`config.mk`:
```
export PLATFORM = sky130hd
export DESIGN_NAME = obstacle_map
export DESIGN_NICKNAME = d
export VERILOG_FILES = /design/src/hw/obstacle_pkg.sv /design/src/hw/obstacle_if.sv /design/src/hw/lfsr_rng.sv /design/src/hw/obstacle_spawner.sv /design/src/hw/obstacle_table.sv /design/src/hw/game_ctrl.sv /design/src/hw/screen_clip.sv /design/src/hw/obstacle_map.sv
export SDC_FILE = /design/constraint.sdc
export NUM_CORES = 1
export LEC_CHECK = 0
export BUFFER_PORTS_ARGS = -buffer_cell sky130_fd_sc_hd__buf_2
export CELL_PAD_IN_SITES_DETAIL_PLACEMENT = 2
export CELL_PAD_IN_SITES_GLOBAL_PLACEMENT = 2
export CORE_MARGIN = 3
export CORE_UTILIZATION = 36
export DETAILED_ROUTE_END_ITERATION = 8
export MAX_ROUTING_LAYER = met4
export PLACE_DENSITY = 0.8
export SLEW_MARGIN = 20
export SYNTH_ARGS = -nofsm -noshare
export SYNTH_HDL_FRONTEND = slang
export SYNTH_HIERARCHICAL = 1
export SYNTH_SLANG_ARGS = --single-unit
```
`constraint.sdc`:
```
create_clock -name clk -period 26.6 [get_ports clk]
set_input_delay 3.99 -clock clk [delete_from_list [all_inputs] [get_ports clk]]
set_output_delay 3.99 -clock clk [all_outputs]
set_load 0.02 [all_outputs]
```
`src/hw/obstacle_pkg.sv`:
```
// Obstacle field package with screen geometry, obstacle limits and shared widths
`default_nettype none

package obstacle_pkg;

    // ========================================================================
    // Screen and play area
    // ========================================================================
    localparam int SCREEN_WIDTH    = 640;
    localparam int UPPER_BOUND     = 20;
    localparam int LOWER_BOUND     = 460;

    // Distance moved per frame
    localparam int SCROLL_SPEED    = 4;

    // ========================================================================
    // Obstacle shape and spacing limits
    // ========================================================================
    localparam int MIN_WIDTH       = 20;
    localparam int MAX_WIDTH       = 80;
    localparam int MIN_HEIGHT      = 20;
    localparam int MAX_HEIGHT      = 150;
    localparam int MIN_GAP         = 80;
    localparam int MAX_GAP         = 180;

    // Right edge must pass this before the slot is freed
    localparam int DELETE_BOUNDARY = -100;

    // Shown for any slot that is not visible
    localparam int OFF_X           = 700;
    localparam int OFF_Y           = 500;

    localparam int SCORE_MAX       = 9999;

    // ========================================================================
    // Shared types
    // ========================================================================
    typedef logic signed [11:0] pos_x_t;
    typedef logic        [9:0]  scr_x_t;
    typedef logic        [8:0]  scr_y_t;
    typedef logic        [6:0]  width_t;
    typedef logic        [7:0]  height_t;
    typedef logic        [13:0] score_t;

endpackage

`default_nettype wire

```
`src/hw/obstacle_if.sv`:
```
// Spawn strobe and slot state interfaces of the obstacle field
`timescale 1ns/10ps
`default_nettype none

// One-cycle spawn request, fields valid only with spawn high
interface spawn_if;
    import obstacle_pkg::*;

    logic    spawn;
    width_t  width;
    height_t height;
    scr_y_t  y;

    modport send (output spawn, output width, output height, output y);
    modport take (input spawn, input width, input height, input y);
endinterface

// Per-slot state, always valid
interface slot_if #(
    parameter int NUM_OBSTACLES = 10
);
    import obstacle_pkg::*;

    logic    [NUM_OBSTACLES-1:0] active;
    pos_x_t  [NUM_OBSTACLES-1:0] pos_x;
    scr_y_t  [NUM_OBSTACLES-1:0] pos_y;
    width_t  [NUM_OBSTACLES-1:0] width;
    height_t [NUM_OBSTACLES-1:0] height;

    modport owner (output active, output pos_x, output pos_y, output width, output height);
    modport view (input active, input pos_x, input pos_y, input width, input height);
endinterface

`default_nettype wire

```
`src/hw/lfsr_rng.sv`:
```
// Random source, free-running 32-bit Fibonacci LFSR
`timescale 1ns/10ps
`default_nettype none

module lfsr_rng (
    input  logic        clk,
    input  logic        rst_n,
    output logic [31:0] rnd
);
    localparam logic [31:0] SEED = 32'h1234_5678;

    logic [31:0] state;
    logic        fb;

    // Taps 31, 21, 1, 0
    assign fb = state[31] ^ state[21] ^ state[1] ^ state[0];

    // Advances every frame regardless of game mode
    always_ff @(posedge clk or negedge rst_n) begin
        if (!rst_n) begin
            state <= SEED;
        end else begin
            state <= {state[30:0], fb};
        end
    end

    assign rnd = state;

    // All-zero state would lock the generator
    a_never_zero: assert property (@(posedge clk) disable iff (!rst_n) state != '0);

endmodule

`default_nettype wire

```
`src/hw/obstacle_spawner.sv`:
```
// Obstacle spawner, spawn distance tracking and random obstacle shaping
`timescale 1ns/10ps
`default_nettype none

module obstacle_spawner (
    input  logic        clk,
    input  logic        rst_n,
    input  logic        run,
    input  logic        clear,
    input  logic        slot_free,
    input  logic [31:0] rnd,
    spawn_if.send       sp
);
    import obstacle_pkg::*;

    pos_x_t      spawn_dist;
    logic [7:0]  w_sel;
    logic [7:0]  h_sel;
    logic [7:0]  g_sel;
    logic [7:0]  gap;
    logic [8:0]  y_span;
    logic [15:0] y_off;

    // ========================================================================
    // Random shaping, one byte pair per field
    // ========================================================================
    assign w_sel = rnd[7:0] ^ rnd[15:8];
    assign h_sel = rnd[23:16] ^ rnd[31:24];
    assign g_sel = rnd[31:24] ^ rnd[7:0];

    assign sp.width  = width_t'(MIN_WIDTH + w_sel % (MAX_WIDTH - MIN_WIDTH + 1));
    assign sp.height = height_t'(MIN_HEIGHT + h_sel % (MAX_HEIGHT - MIN_HEIGHT + 1));
    assign gap       = 8'(MIN_GAP + g_sel % (MAX_GAP - MIN_GAP + 1));

    // Number of legal top rows so the bottom stays inside the play area
    assign y_span = 9'(LOWER_BOUND - UPPER_BOUND + 1) - {1'b0, sp.height};
    assign y_off  = rnd[27:12] % {7'd0, y_span};
    assign sp.y   = scr_y_t'(UPPER_BOUND + y_off);

    // ========================================================================
    // Spawn decision
    // ========================================================================
    assign sp.spawn = run && !clear && slot_free && (spawn_dist <= SCREEN_WIDTH);

    // Distance holds once a spawn is due and no slot is free
    always_ff @(posedge clk or negedge rst_n) begin
        if (!rst_n) begin
            spawn_dist <= pos_x_t'(SCREEN_WIDTH + MIN_GAP);
        end else if (clear) begin
            spawn_dist <= pos_x_t'(SCREEN_WIDTH + MIN_GAP);
        end else if (sp.spawn) begin
            spawn_dist <= pos_x_t'(SCREEN_WIDTH + gap);
        end else if (run && spawn_dist > SCREEN_WIDTH) begin
            spawn_dist <= spawn_dist - pos_x_t'(SCROLL_SPEED);
        end
    end

    a_shape_limits: assert property (@(posedge clk) disable iff (!rst_n)
        sp.spawn |-> (sp.width >= MIN_WIDTH && sp.width <= MAX_WIDTH &&
                      sp.height >= MIN_HEIGHT && sp.height <= MAX_HEIGHT));

endmodule

`default_nettype wire

```
`src/hw/obstacle_table.sv`:
```
// Obstacle table holding slot state, scrolling, spawn insertion and removal count
`timescale 1ns/10ps
`default_nettype none

module obstacle_table #(
    parameter int NUM_OBSTACLES = 10
) (
    input  logic       clk,
    input  logic       rst_n,
    input  logic       run,
    input  logic       clear,
    spawn_if.take      sp,
    slot_if.owner      slots,
    output logic       slot_free,
    output logic [3:0] removed
);
    import obstacle_pkg::*;

    localparam int IDX_W = $clog2(NUM_OBSTACLES);

    logic    [NUM_OBSTACLES-1:0] active;
    pos_x_t  [NUM_OBSTACLES-1:0] pos_x;
    scr_y_t  [NUM_OBSTACLES-1:0] pos_y;
    width_t  [NUM_OBSTACLES-1:0] wid;
    height_t [NUM_OBSTACLES-1:0] hgt;

    logic    [NUM_OBSTACLES-1:0] rm;
    logic    [IDX_W-1:0]         free_idx;

    // ========================================================================
    // Free slot search and removal detect
    // ========================================================================
    assign slot_free = ~&active;

    // Scan from the top so the lowest free slot wins
    always_comb begin
        free_idx = '0;
        for (int i = NUM_OBSTACLES - 1; i >= 0; i--) begin
            if (!active[i]) begin
                free_idx = IDX_W'(i);
            end
        end
    end

    // Right edge past the left margin
    always_comb begin
        removed = '0;
        for (int i = 0; i < NUM_OBSTACLES; i++) begin
            rm[i] = run && active[i] && ((pos_x[i] + pos_x_t'(wid[i])) < DELETE_BOUNDARY);
            removed = removed + {3'd0, rm[i]};
        end
    end

    // ========================================================================
    // Slot state
    // ========================================================================
    always_ff @(posedge clk or negedge rst_n) begin
        if (!rst_n) begin
            active <= '0;
        end else if (clear) begin
            active <= '0;
        end else begin
            active <= active & ~rm;
            if (sp.spawn) begin
                active[free_idx] <= 1'b1;
            end
        end
    end

    // Payload scrolls each run frame and loads on spawn
    always_ff @(posedge clk) begin
        for (int i = 0; i < NUM_OBSTACLES; i++) begin
            if (run && !clear && active[i]) begin
                pos_x[i] <= pos_x[i] - pos_x_t'(SCROLL_SPEED);
            end
        end
        if (sp.spawn) begin
            pos_x[free_idx] <= pos_x_t'(SCREEN_WIDTH);
            pos_y[free_idx] <= sp.y;
            wid[free_idx]   <= sp.width;
            hgt[free_idx]   <= sp.height;
        end
    end

    assign slots.active = active;
    assign slots.pos_x  = pos_x;
    assign slots.pos_y  = pos_y;
    assign slots.width  = wid;
    assign slots.height = hgt;

    // Spawner must respect the table's free flag
    a_spawn_has_room: assert property (@(posedge clk) disable iff (!rst_n)
        sp.spawn |-> slot_free);

endmodule

`default_nettype wire

```
`src/hw/game_ctrl.sv`:
```
// Game control, mode tracking, run and clear decode and saturating score
`timescale 1ns/10ps
`default_nettype none

module game_ctrl (
    input  logic                 clk,
    input  logic                 rst_n,
    input  logic [1:0]           gamemode,
    input  logic [3:0]           removed,
    output logic                 run,
    output logic                 clear,
    output obstacle_pkg::score_t score
);
    import obstacle_pkg::*;

    logic [1:0]  prev_mode;
    logic [14:0] score_sum;

    // Idle clears, and so does the first run frame after idle
    assign run   = (gamemode == 2'd1);
    assign clear = (gamemode == 2'd0) || (run && prev_mode == 2'd0);

    assign score_sum = {1'b0, score} + {11'd0, removed};

    always_ff @(posedge clk or negedge rst_n) begin
        if (!rst_n) begin
            prev_mode <= 2'd0;
            score     <= '0;
        end else begin
            prev_mode <= gamemode;
            if (clear) begin
                score <= '0;
            end else if (run) begin
                if (score_sum > SCORE_MAX) begin
                    score <= score_t'(SCORE_MAX);
                end else begin
                    score <= score_sum[13:0];
                end
            end
        end
    end

    a_score_cap: assert property (@(posedge clk) disable iff (!rst_n) score <= SCORE_MAX);

endmodule

`default_nettype wire

```
`src/hw/screen_clip.sv`:
```
// Screen clip, registered per-slot bounding boxes with off-screen substitution
`timescale 1ns/10ps
`default_nettype none

module screen_clip #(
    parameter int NUM_OBSTACLES = 10
) (
    input  logic                                     clk,
    input  logic                                     rst_n,
    slot_if.view                                     slots,
    output obstacle_pkg::scr_x_t [NUM_OBSTACLES-1:0] obstacle_x_left,
    output obstacle_pkg::scr_x_t [NUM_OBSTACLES-1:0] obstacle_x_right,
    output obstacle_pkg::scr_y_t [NUM_OBSTACLES-1:0] obstacle_y_up,
    output obstacle_pkg::scr_y_t [NUM_OBSTACLES-1:0] obstacle_y_down
);
    import obstacle_pkg::*;

    logic [NUM_OBSTACLES-1:0] visible;

    // Left edge must be on screen
    always_comb begin
        for (int k = 0; k < NUM_OBSTACLES; k++) begin
            visible[k] = slots.active[k] && (slots.pos_x[k] >= 0) &&
                         (slots.pos_x[k] < SCREEN_WIDTH);
        end
    end

    always_ff @(posedge clk or negedge rst_n) begin
        if (!rst_n) begin
            for (int k = 0; k < NUM_OBSTACLES; k++) begin
                obstacle_x_left[k]  <= scr_x_t'(OFF_X);
                obstacle_x_right[k] <= scr_x_t'(OFF_X);
                obstacle_y_up[k]    <= scr_y_t'(OFF_Y);
                obstacle_y_down[k]  <= scr_y_t'(OFF_Y);
            end
        end else begin
            for (int k = 0; k < NUM_OBSTACLES; k++) begin
                if (visible[k]) begin
                    obstacle_x_left[k]  <= scr_x_t'(slots.pos_x[k]);
                    obstacle_x_right[k] <= scr_x_t'(slots.pos_x[k] + pos_x_t'(slots.width[k]));
                    obstacle_y_up[k]    <= slots.pos_y[k];
                    obstacle_y_down[k]  <= slots.pos_y[k] + {1'b0, slots.height[k]};
                end else begin
                    obstacle_x_left[k]  <= scr_x_t'(OFF_X);
                    obstacle_x_right[k] <= scr_x_t'(OFF_X);
                    obstacle_y_up[k]    <= scr_y_t'(OFF_Y);
                    obstacle_y_down[k]  <= scr_y_t'(OFF_Y);
                end
            end
        end
    end

endmodule

`default_nettype wire

```
`src/hw/obstacle_map.sv`:
```
// Obstacle map top level, side-scrolling obstacle field generator
`timescale 1ns/10ps
`default_nettype none

module obstacle_map #(
    parameter int NUM_OBSTACLES = 10
) (
    input  logic                                     clk,
    input  logic                                     rst_n,
    input  logic [1:0]                               gamemode,
    output obstacle_pkg::score_t                     score,
    output obstacle_pkg::scr_x_t [NUM_OBSTACLES-1:0] obstacle_x_left,
    output obstacle_pkg::scr_x_t [NUM_OBSTACLES-1:0] obstacle_x_right,
    output obstacle_pkg::scr_y_t [NUM_OBSTACLES-1:0] obstacle_y_up,
    output obstacle_pkg::scr_y_t [NUM_OBSTACLES-1:0] obstacle_y_down
);
    logic        run;
    logic        clear;
    logic        slot_free;
    logic [3:0]  removed;
    logic [31:0] rnd;

    spawn_if spawn_bus ();
    slot_if #(.NUM_OBSTACLES(NUM_OBSTACLES)) slot_bus ();

    // ========================================================================
    // Control and random source
    // ========================================================================
    game_ctrl u_game_ctrl (
        .clk      (clk),
        .rst_n    (rst_n),
        .gamemode (gamemode),
        .removed  (removed),
        .run      (run),
        .clear    (clear),
        .score    (score)
    );

    lfsr_rng u_lfsr_rng (
        .clk   (clk),
        .rst_n (rst_n),
        .rnd   (rnd)
    );

    // ========================================================================
    // Obstacle datapath
    // ========================================================================
    obstacle_spawner u_spawner (
        .clk       (clk),
        .rst_n     (rst_n),
        .run       (run),
        .clear     (clear),
        .slot_free (slot_free),
        .rnd       (rnd),
        .sp        (spawn_bus.send)
    );

    obstacle_table #(.NUM_OBSTACLES(NUM_OBSTACLES)) u_table (
        .clk       (clk),
        .rst_n     (rst_n),
        .run       (run),
        .clear     (clear),
        .sp        (spawn_bus.take),
        .slots     (slot_bus.owner),
        .slot_free (slot_free),
        .removed   (removed)
    );

    screen_clip #(.NUM_OBSTACLES(NUM_OBSTACLES)) u_clip (
        .clk              (clk),
        .rst_n            (rst_n),
        .slots            (slot_bus.view),
        .obstacle_x_left  (obstacle_x_left),
        .obstacle_x_right (obstacle_x_right),
        .obstacle_y_up    (obstacle_y_up),
        .obstacle_y_down  (obstacle_y_down)
    );

endmodule

`default_nettype wire

```
# [Word-level counts from Yosys, hierarchy flattened]
# Index checks and enable logic that the tools add are counted.
[totals] ff_bits=810 out_inout_bits=394 word_cells=340
[classes] addsub=57 n_div=4 magnitude_cmp=35 n_eq_ne=1 n_mux=82 n_bitwise=12 reduce_logical=64
[ops] cell="$lt 32x8->1 const B" count=10
[ops] cell="$mux 10" count=22
[ops] cell="$mux 9" count=21
[ops] cell="$mux 12" count=14
[ops] cell="$sub 12x4->12 const B" count=11
[ops] cell="$add 12x8->13" count=10
[ops] cell="$ge 12x1->1 const B" count=10
[ops] cell="$lt 12x11->1 const B" count=10
[ops] cell="$mux 120" count=1
[ops] cell="$add 10x8->10" count=10
[ops] cell="$and 100x100->100" count=1
[ops] cell="$not 100->100" count=1
[ops] cell="$add 9x8->9" count=10
[ops] cell="$bwmux 90" count=1
[ops] cell="$bwmux 80" count=1
[ops] cell="$bwmux 70" count=1
[ops] cell="$logic_and 1x1->1" count=56
[ops] cell="$demux 12 s4" count=1
[ops] cell="$mux 14" count=3
[ops] cell="$mux 4" count=10
[ops] cell="$demux 9 s4" count=1
[ops] cell="$add 4x1->4" count=8
[ops] cell="$demux 8 s4" count=1
[ops] cell="$mod 8x6->32 const B" count=1
[ops] cell="other kinds (34)" count=40

# [Logic depth before layout (Yosys ltp)]
[logic_depth] depth_word=17 mapped_depth=145

# [By module]
# The synthesis kept the hierarchy.
[modules_own_cells] module="screen_clip" instances=1 cells_each=1672 area_per_inst_um2=19004.5
[modules_own_cells] module="obstacle_table" instances=1 cells_each=1216 area_per_inst_um2=15755.1
[modules_own_cells] module="obstacle_spawner" instances=1 cells_each=959 area_per_inst_um2=7159.4
[modules_own_cells] module="game_ctrl" instances=1 cells_each=156 area_per_inst_um2=1302.5
[modules_own_cells] module="lfsr_rng" instances=1 cells_each=35 area_per_inst_um2=843.3

# [Worst setup path after synthesis]
# OpenSTA, ideal clock, no wires.
[synth_timing] kind="reg2reg" start="register u_lfsr_rng.state[25] (netlist: u_lfsr_rng/rnd[25])" end="register u_table.pos_y, in the netlist u_table/slots.pos_y[17], data pin" setup_time_ns=0.244 t_arrival_ns=27.775 setup_slack_ns=-1.419 path_stages_with_launch=140 path_buffers=6 period_less_slack_ns=28.019 cell_sequence="dfstp_2 > clkbuf_1 > xnor2_1 > inv_1 > ha_1 > clkbuf_1 > nor4_1 > a21oi_1 > mux2_2 > inv_1 > ha_1 > nor2b_1 > nand2_1 > xnor2_1 > ha_1 > inv_1 > o21ai_0 > a21oi_1 > [... 104 more ...] > nor2b_1 > o21ai_0 > nand2b_1 > a21oi_1 > o21bai_1 > a21o_1 > a21oi_1 > o21ai_0 > a21oi_1 > o21ai_0 > or3_1 > a21oi_1 > o21ai_2 > buf_6 > mux2_1 > ha_1 > o2111ai_1 > xor2_1"
[synth_via] elab_chain_cells=7
[synth_rtl] item="start: declaration" line="lfsr_rng.sv:12" source="logic [31:0] state;"
[synth_rtl] item="start signal: assignment" line="lfsr_rng.sv:23" source="state <= {state[30:0], fb};"
[synth_rtl] item="$xor 8x8->8" line="obstacle_spawner.sv:28" source="assign h_sel = rnd[23:16] ^ rnd[31:24];"
[synth_rtl] item="$mod 8x8->32" line="obstacle_spawner.sv:32" source="assign sp.height = height_t'(MIN_HEIGHT + h_sel % (MAX_HEIGHT - MIN_HEIGHT + 1));"
[synth_rtl] item="$add 5x8->8" line="obstacle_spawner.sv:32"
[synth_rtl] item="net spawn_bus.height[1]" line="obstacle_if.sv:11" source="height_t height;"
[synth_rtl] item="$sub 9x8->9" line="obstacle_spawner.sv:36" source="assign y_span = 9'(LOWER_BOUND - UPPER_BOUND + 1) - {1'b0, sp.height};"
[synth_rtl] item="$mod 16x9->16" line="obstacle_spawner.sv:37" source="assign y_off = rnd[27:12] % {7'd0, y_span};"
[synth_rtl] item="$add 5x9->9" line="obstacle_spawner.sv:38" source="assign sp.y = scr_y_t'(UPPER_BOUND + y_off);"
[synth_rtl] item="net spawn_bus.y[8]" line="obstacle_if.sv:12" source="scr_y_t y;"
[synth_rtl] item="$bwmux 90" line="obstacle_table.sv:79" source="pos_y[free_idx] <= sp.y;"
[synth_rtl] item="end signal: indexed assignment" line="obstacle_table.sv:79"
[synth_rtl] item="end: declaration" line="obstacle_table.sv:23" source="scr_y_t [NUM_OBSTACLES-1:0] pos_y;"
# The timed path passes the listed nets, and every way through them passes these cells.
# A chain may end at the register's enable or synchronous reset.

# [Final worst setup path]
[layout_timing] start="register u_lfsr_rng.state[19] (netlist: u_lfsr_rng/rnd[19])" end="register u_table.pos_y, in the netlist u_table/slots.pos_y[9], data pin"
# Same word-level chain as after synthesis.

==> results.py <==
metrics = {
    "logic_synthesis": {
        "synth_top_family_by_area": "simple AND/OR/NAND/NOR gates",
        "synth_area_leaders": "edfxtp_1 (18%), dfstp_2 (15%), dfrtp_1 (11%), ha_1 (9.5%), dfxtp_1 (4.5%)",
        "synth_mux_area_share_pct": 3.22,
        "postSynthCellCount": 4038,
        "ys_seq_elements": 810,
        "synth_compound_area_share_pct": 14.6,
        "synth.most_common_cell": "ha_1",
        "synth_top_area_share_pct": 17.7,
        "synth_area_leader_cell": "edfxtp_1",
        "synth.avg_cell_area_um2": 10.9,
        "synth_nets": 4404,
        "synth-simple-area-share_pct": 16.2,
        "ys_top_cells_by_count": "ha_1 (334), nor2_1 (306), edfxtp_1 (260)",
        "ys_async_sr_fraction_pct": 55.6,
        "synth_edf_count": 260,
        "ys.flop_type": "edfxtp_1",
        "synth_xor_area_share_pct": 4.27,
        "ys_types": 122,
        "yosysWarnings": 6,
        "syn_area_um2": 44100,
        "yosysSeqAreaShare_pct": 48.5,
        "synth_fa_ha_area_share_pct": 10.8,
    },
    "sta": {
        "tightest_slew_ns": 1.38,
        "setup_violations": 90,
        "relSlewSlack_pct": 6.95,
        "fmax_ghz": 0.0361,
        "fin_skew_ns": 0.0395,
        "final-hold-violation-count": 0,
        "tns_ns": -76.51,
        "fin_crit_sh_pct": 104,
        "fin_crit_ns": 27.67,
        "setup_ws_ns": -1.07,
        "slew_viol_final": 0,
        "grt_setup_unrepaired": "true",
    },
    "clocking": {
        "h-tree-depth": 3,
        "cts_buffers": 93,
        "cts_root_buffer": "clkbuf_16",
        "clock_latency_ns": 0.69,
        "clk_pin_slew_ns": 0.07,
        "clk_path_buf_depth": 3,
        "cts_tree": "yes",
        "hold_buffers": 0,
        "clkSinkCount": 810,
    },
    "placed_design": {
        "dpl.hpwl_um": 126000,
        "port_buffers": 397,
        "placed_cells": 6201,
        "gp_congestion": 0.898,
    },
    "route": {
        "post-route-drc-count": 0,
        "routed.top_layer": "met4",
        "first_pass_iters": 7,
        "drt_iter0_markers": 3003,
        "met1_length_um": 76100,
        "ant_nets": 0,
        "wirelength_um": 190000,
        "routedWlPerCell_um": 29.5,
        "wl_met2_um": 94800,
        "routed-wl-met3_um": 9980,
        "vias": 37500,
        "avgViaCountPerCell": 5.82,
    },
    "outcome": {
        "outcome": "complete, but fails checks",
        "violations": "negative setup slack",
    },
    "floorplan": {
        "fp.dieW_um": 356,
        "die_height_um": 356,
        "fp.coreArea_um2": 121000,
        "row_count": 127,
        "ios": 398,
        "die_area_um2": 127000,
        "start_util_pct": 36.5,
    },
    "grt": {
        "grtUsageTotal_pct": 27.6,
        "antenna_found_initial": 15,
        "grt_pass1_wl_um": 259000,
        "grt_pass1_vias": 39900,
        "gr-total-overflow": 0,
        "grt_start_max_net_pins": 152,
    },
    "setup_path": {
        "path_class": "reg2reg",
        "slowest_delay_ns": 0.71,
        "cp-start-kind": "register",
        "path_common_cell": "o21a_1",
        "crit_path_max_fanout": 11,
        "slowest_stage": "a21oi_4",
        "end_kind": "register",
        "crit_arrival_ns": 28.01,
        "required_ns": 26.94,
    },
    "layout": {
        "n_fill_cell": 12300,
        "area_growth_pct": 23.5,
        "drive_gt1_share_pct": 31.3,
        "nets": 5114,
        "instances_no_fill": 6446,
        "final_util_pct": 45.1,
    },
    "power_and_ir_drop": {
        "power.leakage_nw": 23.3,
        "vdd_drop_max_mv": 0.0407,
        "total_power_mw": 2.79,
        "p_per_area_nw_per_um2": 51.2,
    },
    "hold_path": {
        "holdCritPathClass": "reg2reg",
    },
    "job": {
        "max_cap_viol_count": 0,
    },
}
power breakdown:
part | internal [mW] | switching [mW]
Clock | 0.771 | 0.569
Combinational | 0.0514 | 0.0888
Sequential | 1.29 | 0.0176
worst max-delay path, delay by kind of cell, from the launching register on:
kind	cells	cell delay, ns
xor gates and xnor gates	3	0.73
AOI/OAI and AO/OA	81	15.03
muxes	2	0.44
and+or+nand+nor	27	5.75
DFF	1	0.64
buffers and inverters	9	1.58
adders and majority gates	10	3.01
placed cells by master (no fill, tap or decap), types with 131 or more instances in the layout:
| master | n |
|---|---|
| dfrtp_1 | 190 |
| ha_1 | 320 |
| buf_2 | 396 |
| buf_4 | 307 |
| edfxtp_1 | 260 |
| nor2_1 | 295 |
| inv_1 | 156 |
| nor3_1 | 131 |
| a21oi_1 | 146 |
| nand2_1 | 190 |
| dfstp_2 | 257 |
| nand2b_1 | 141 |
| o21ai_0 | 195 |
registers in the layout, indices dropped and copies added (netlist names):
register	cells
u_clip/obstacle_x_left	100
u_clip/obstacle_x_right	100
u_clip/obstacle_y_down	90
u_clip/obstacle_y_up	90
u_game_ctrl/prev_mode	2
u_game_ctrl/score	14
u_lfsr_rng/rnd	32
u_spawner/spawn_dist	12
u_table/slots.active	10
u_table/slots.height	80
u_table/slots.pos_x	120
u_table/slots.pos_y	90
u_table/slots.width	70
cells by family after synthesis:
| logic type | count (synthesis) |
|---|---|
| AO/OA/AOI/OAI | 938 |
| flip-flops | 810 |
| multiplexers | 125 |
| buffers and inverters | 272 |
| AND/OR/NAND/NOR | 1316 |
| adder cells (fa/ha/maj) | 362 |
| XOR/XNOR | 215 |
through the flow:
stage | hold slack [ns] | setup slack, ns | cell area [µm²]
after floorplan | 0.349 | 0.00755 | 44200
after global placement | 0.364 | 1.10 | 50000
after detailed placement | 0.366 | -0.475 | 50000
after CTS | 0.375 | 0.0652 | 53300
after global routing | 0.377 | -2.08 | 54400
final | 0.374 | -1.07 | 54400
layer usage:
layer | GRT usage, % | up-vias
met5 | - | -
met1 | 33.8 | 19500
li1 | - | 16100
met2 | 46.5 | 1335
met3 | 3.54 | 471
met4 | 10.4 | 0
worst paths after layout:
kind | from | to | slack, ns | cells past startpoint
hold reg to reg | u_lfsr_rng/rnd[9]$_DFF_PN1_ | u_lfsr_rng/rnd[10]$_DFF_PN1_ | 0.37 | 0
max in group asynchronous | rst_n | u_clip/obstacle_x_left[91]$_DFF_PN0_ | 21.00 | 3
min in group asynchronous | rst_n | u_clip/obstacle_y_up[12]$_DFF_PN0_ | 3.35 | 1
setup reg to reg | u_lfsr_rng/rnd[19]$_DFF_PN0_ | u_table/slots.pos_y[9]$_DFFE_PP_ | -1.07 | 132
setup / recovery | u_lfsr_rng/rnd[19]$_DFF_PN0_ | u_table/slots.pos_y[9]$_DFFE_PP_ | -1.07 | 132
hold / removal | u_lfsr_rng/rnd[9]$_DFF_PN1_ | u_lfsr_rng/rnd[10]$_DFF_PN1_ | 0.37 | 0
what timing repair did:
| action | in CTS | in global routing |
|---|---|---|
| setup buffers | 6 | 60 |
| endpoints found under the hold margin | 0 | 0 |
| pin swaps | 8 | 77 |
| endpoints found under the setup margin | 70 | 90 |
| gates cloned | 0 | 1 |
| gates resized for setup | 23 | 128 |
final cells by class:
type | count | area, µm² | area share [%]
Antenna cell | 6 | 15.0 | 0.0276
Timing Repair Buffer | 718 | 4570 | 8.39
Clock inverter | 31 | 302 | 0.554
Clock buffer | 144 | 2820 | 5.18
Multi-Input combinational cell | 2957 | 22700 | 41.7
Sequential cell | 810 | 21400 | 39.3
Inverter | 168 | 637 | 1.17
Tap cell | 1612 | 2020 | 3.71
(Power assumes the default switching activity.)
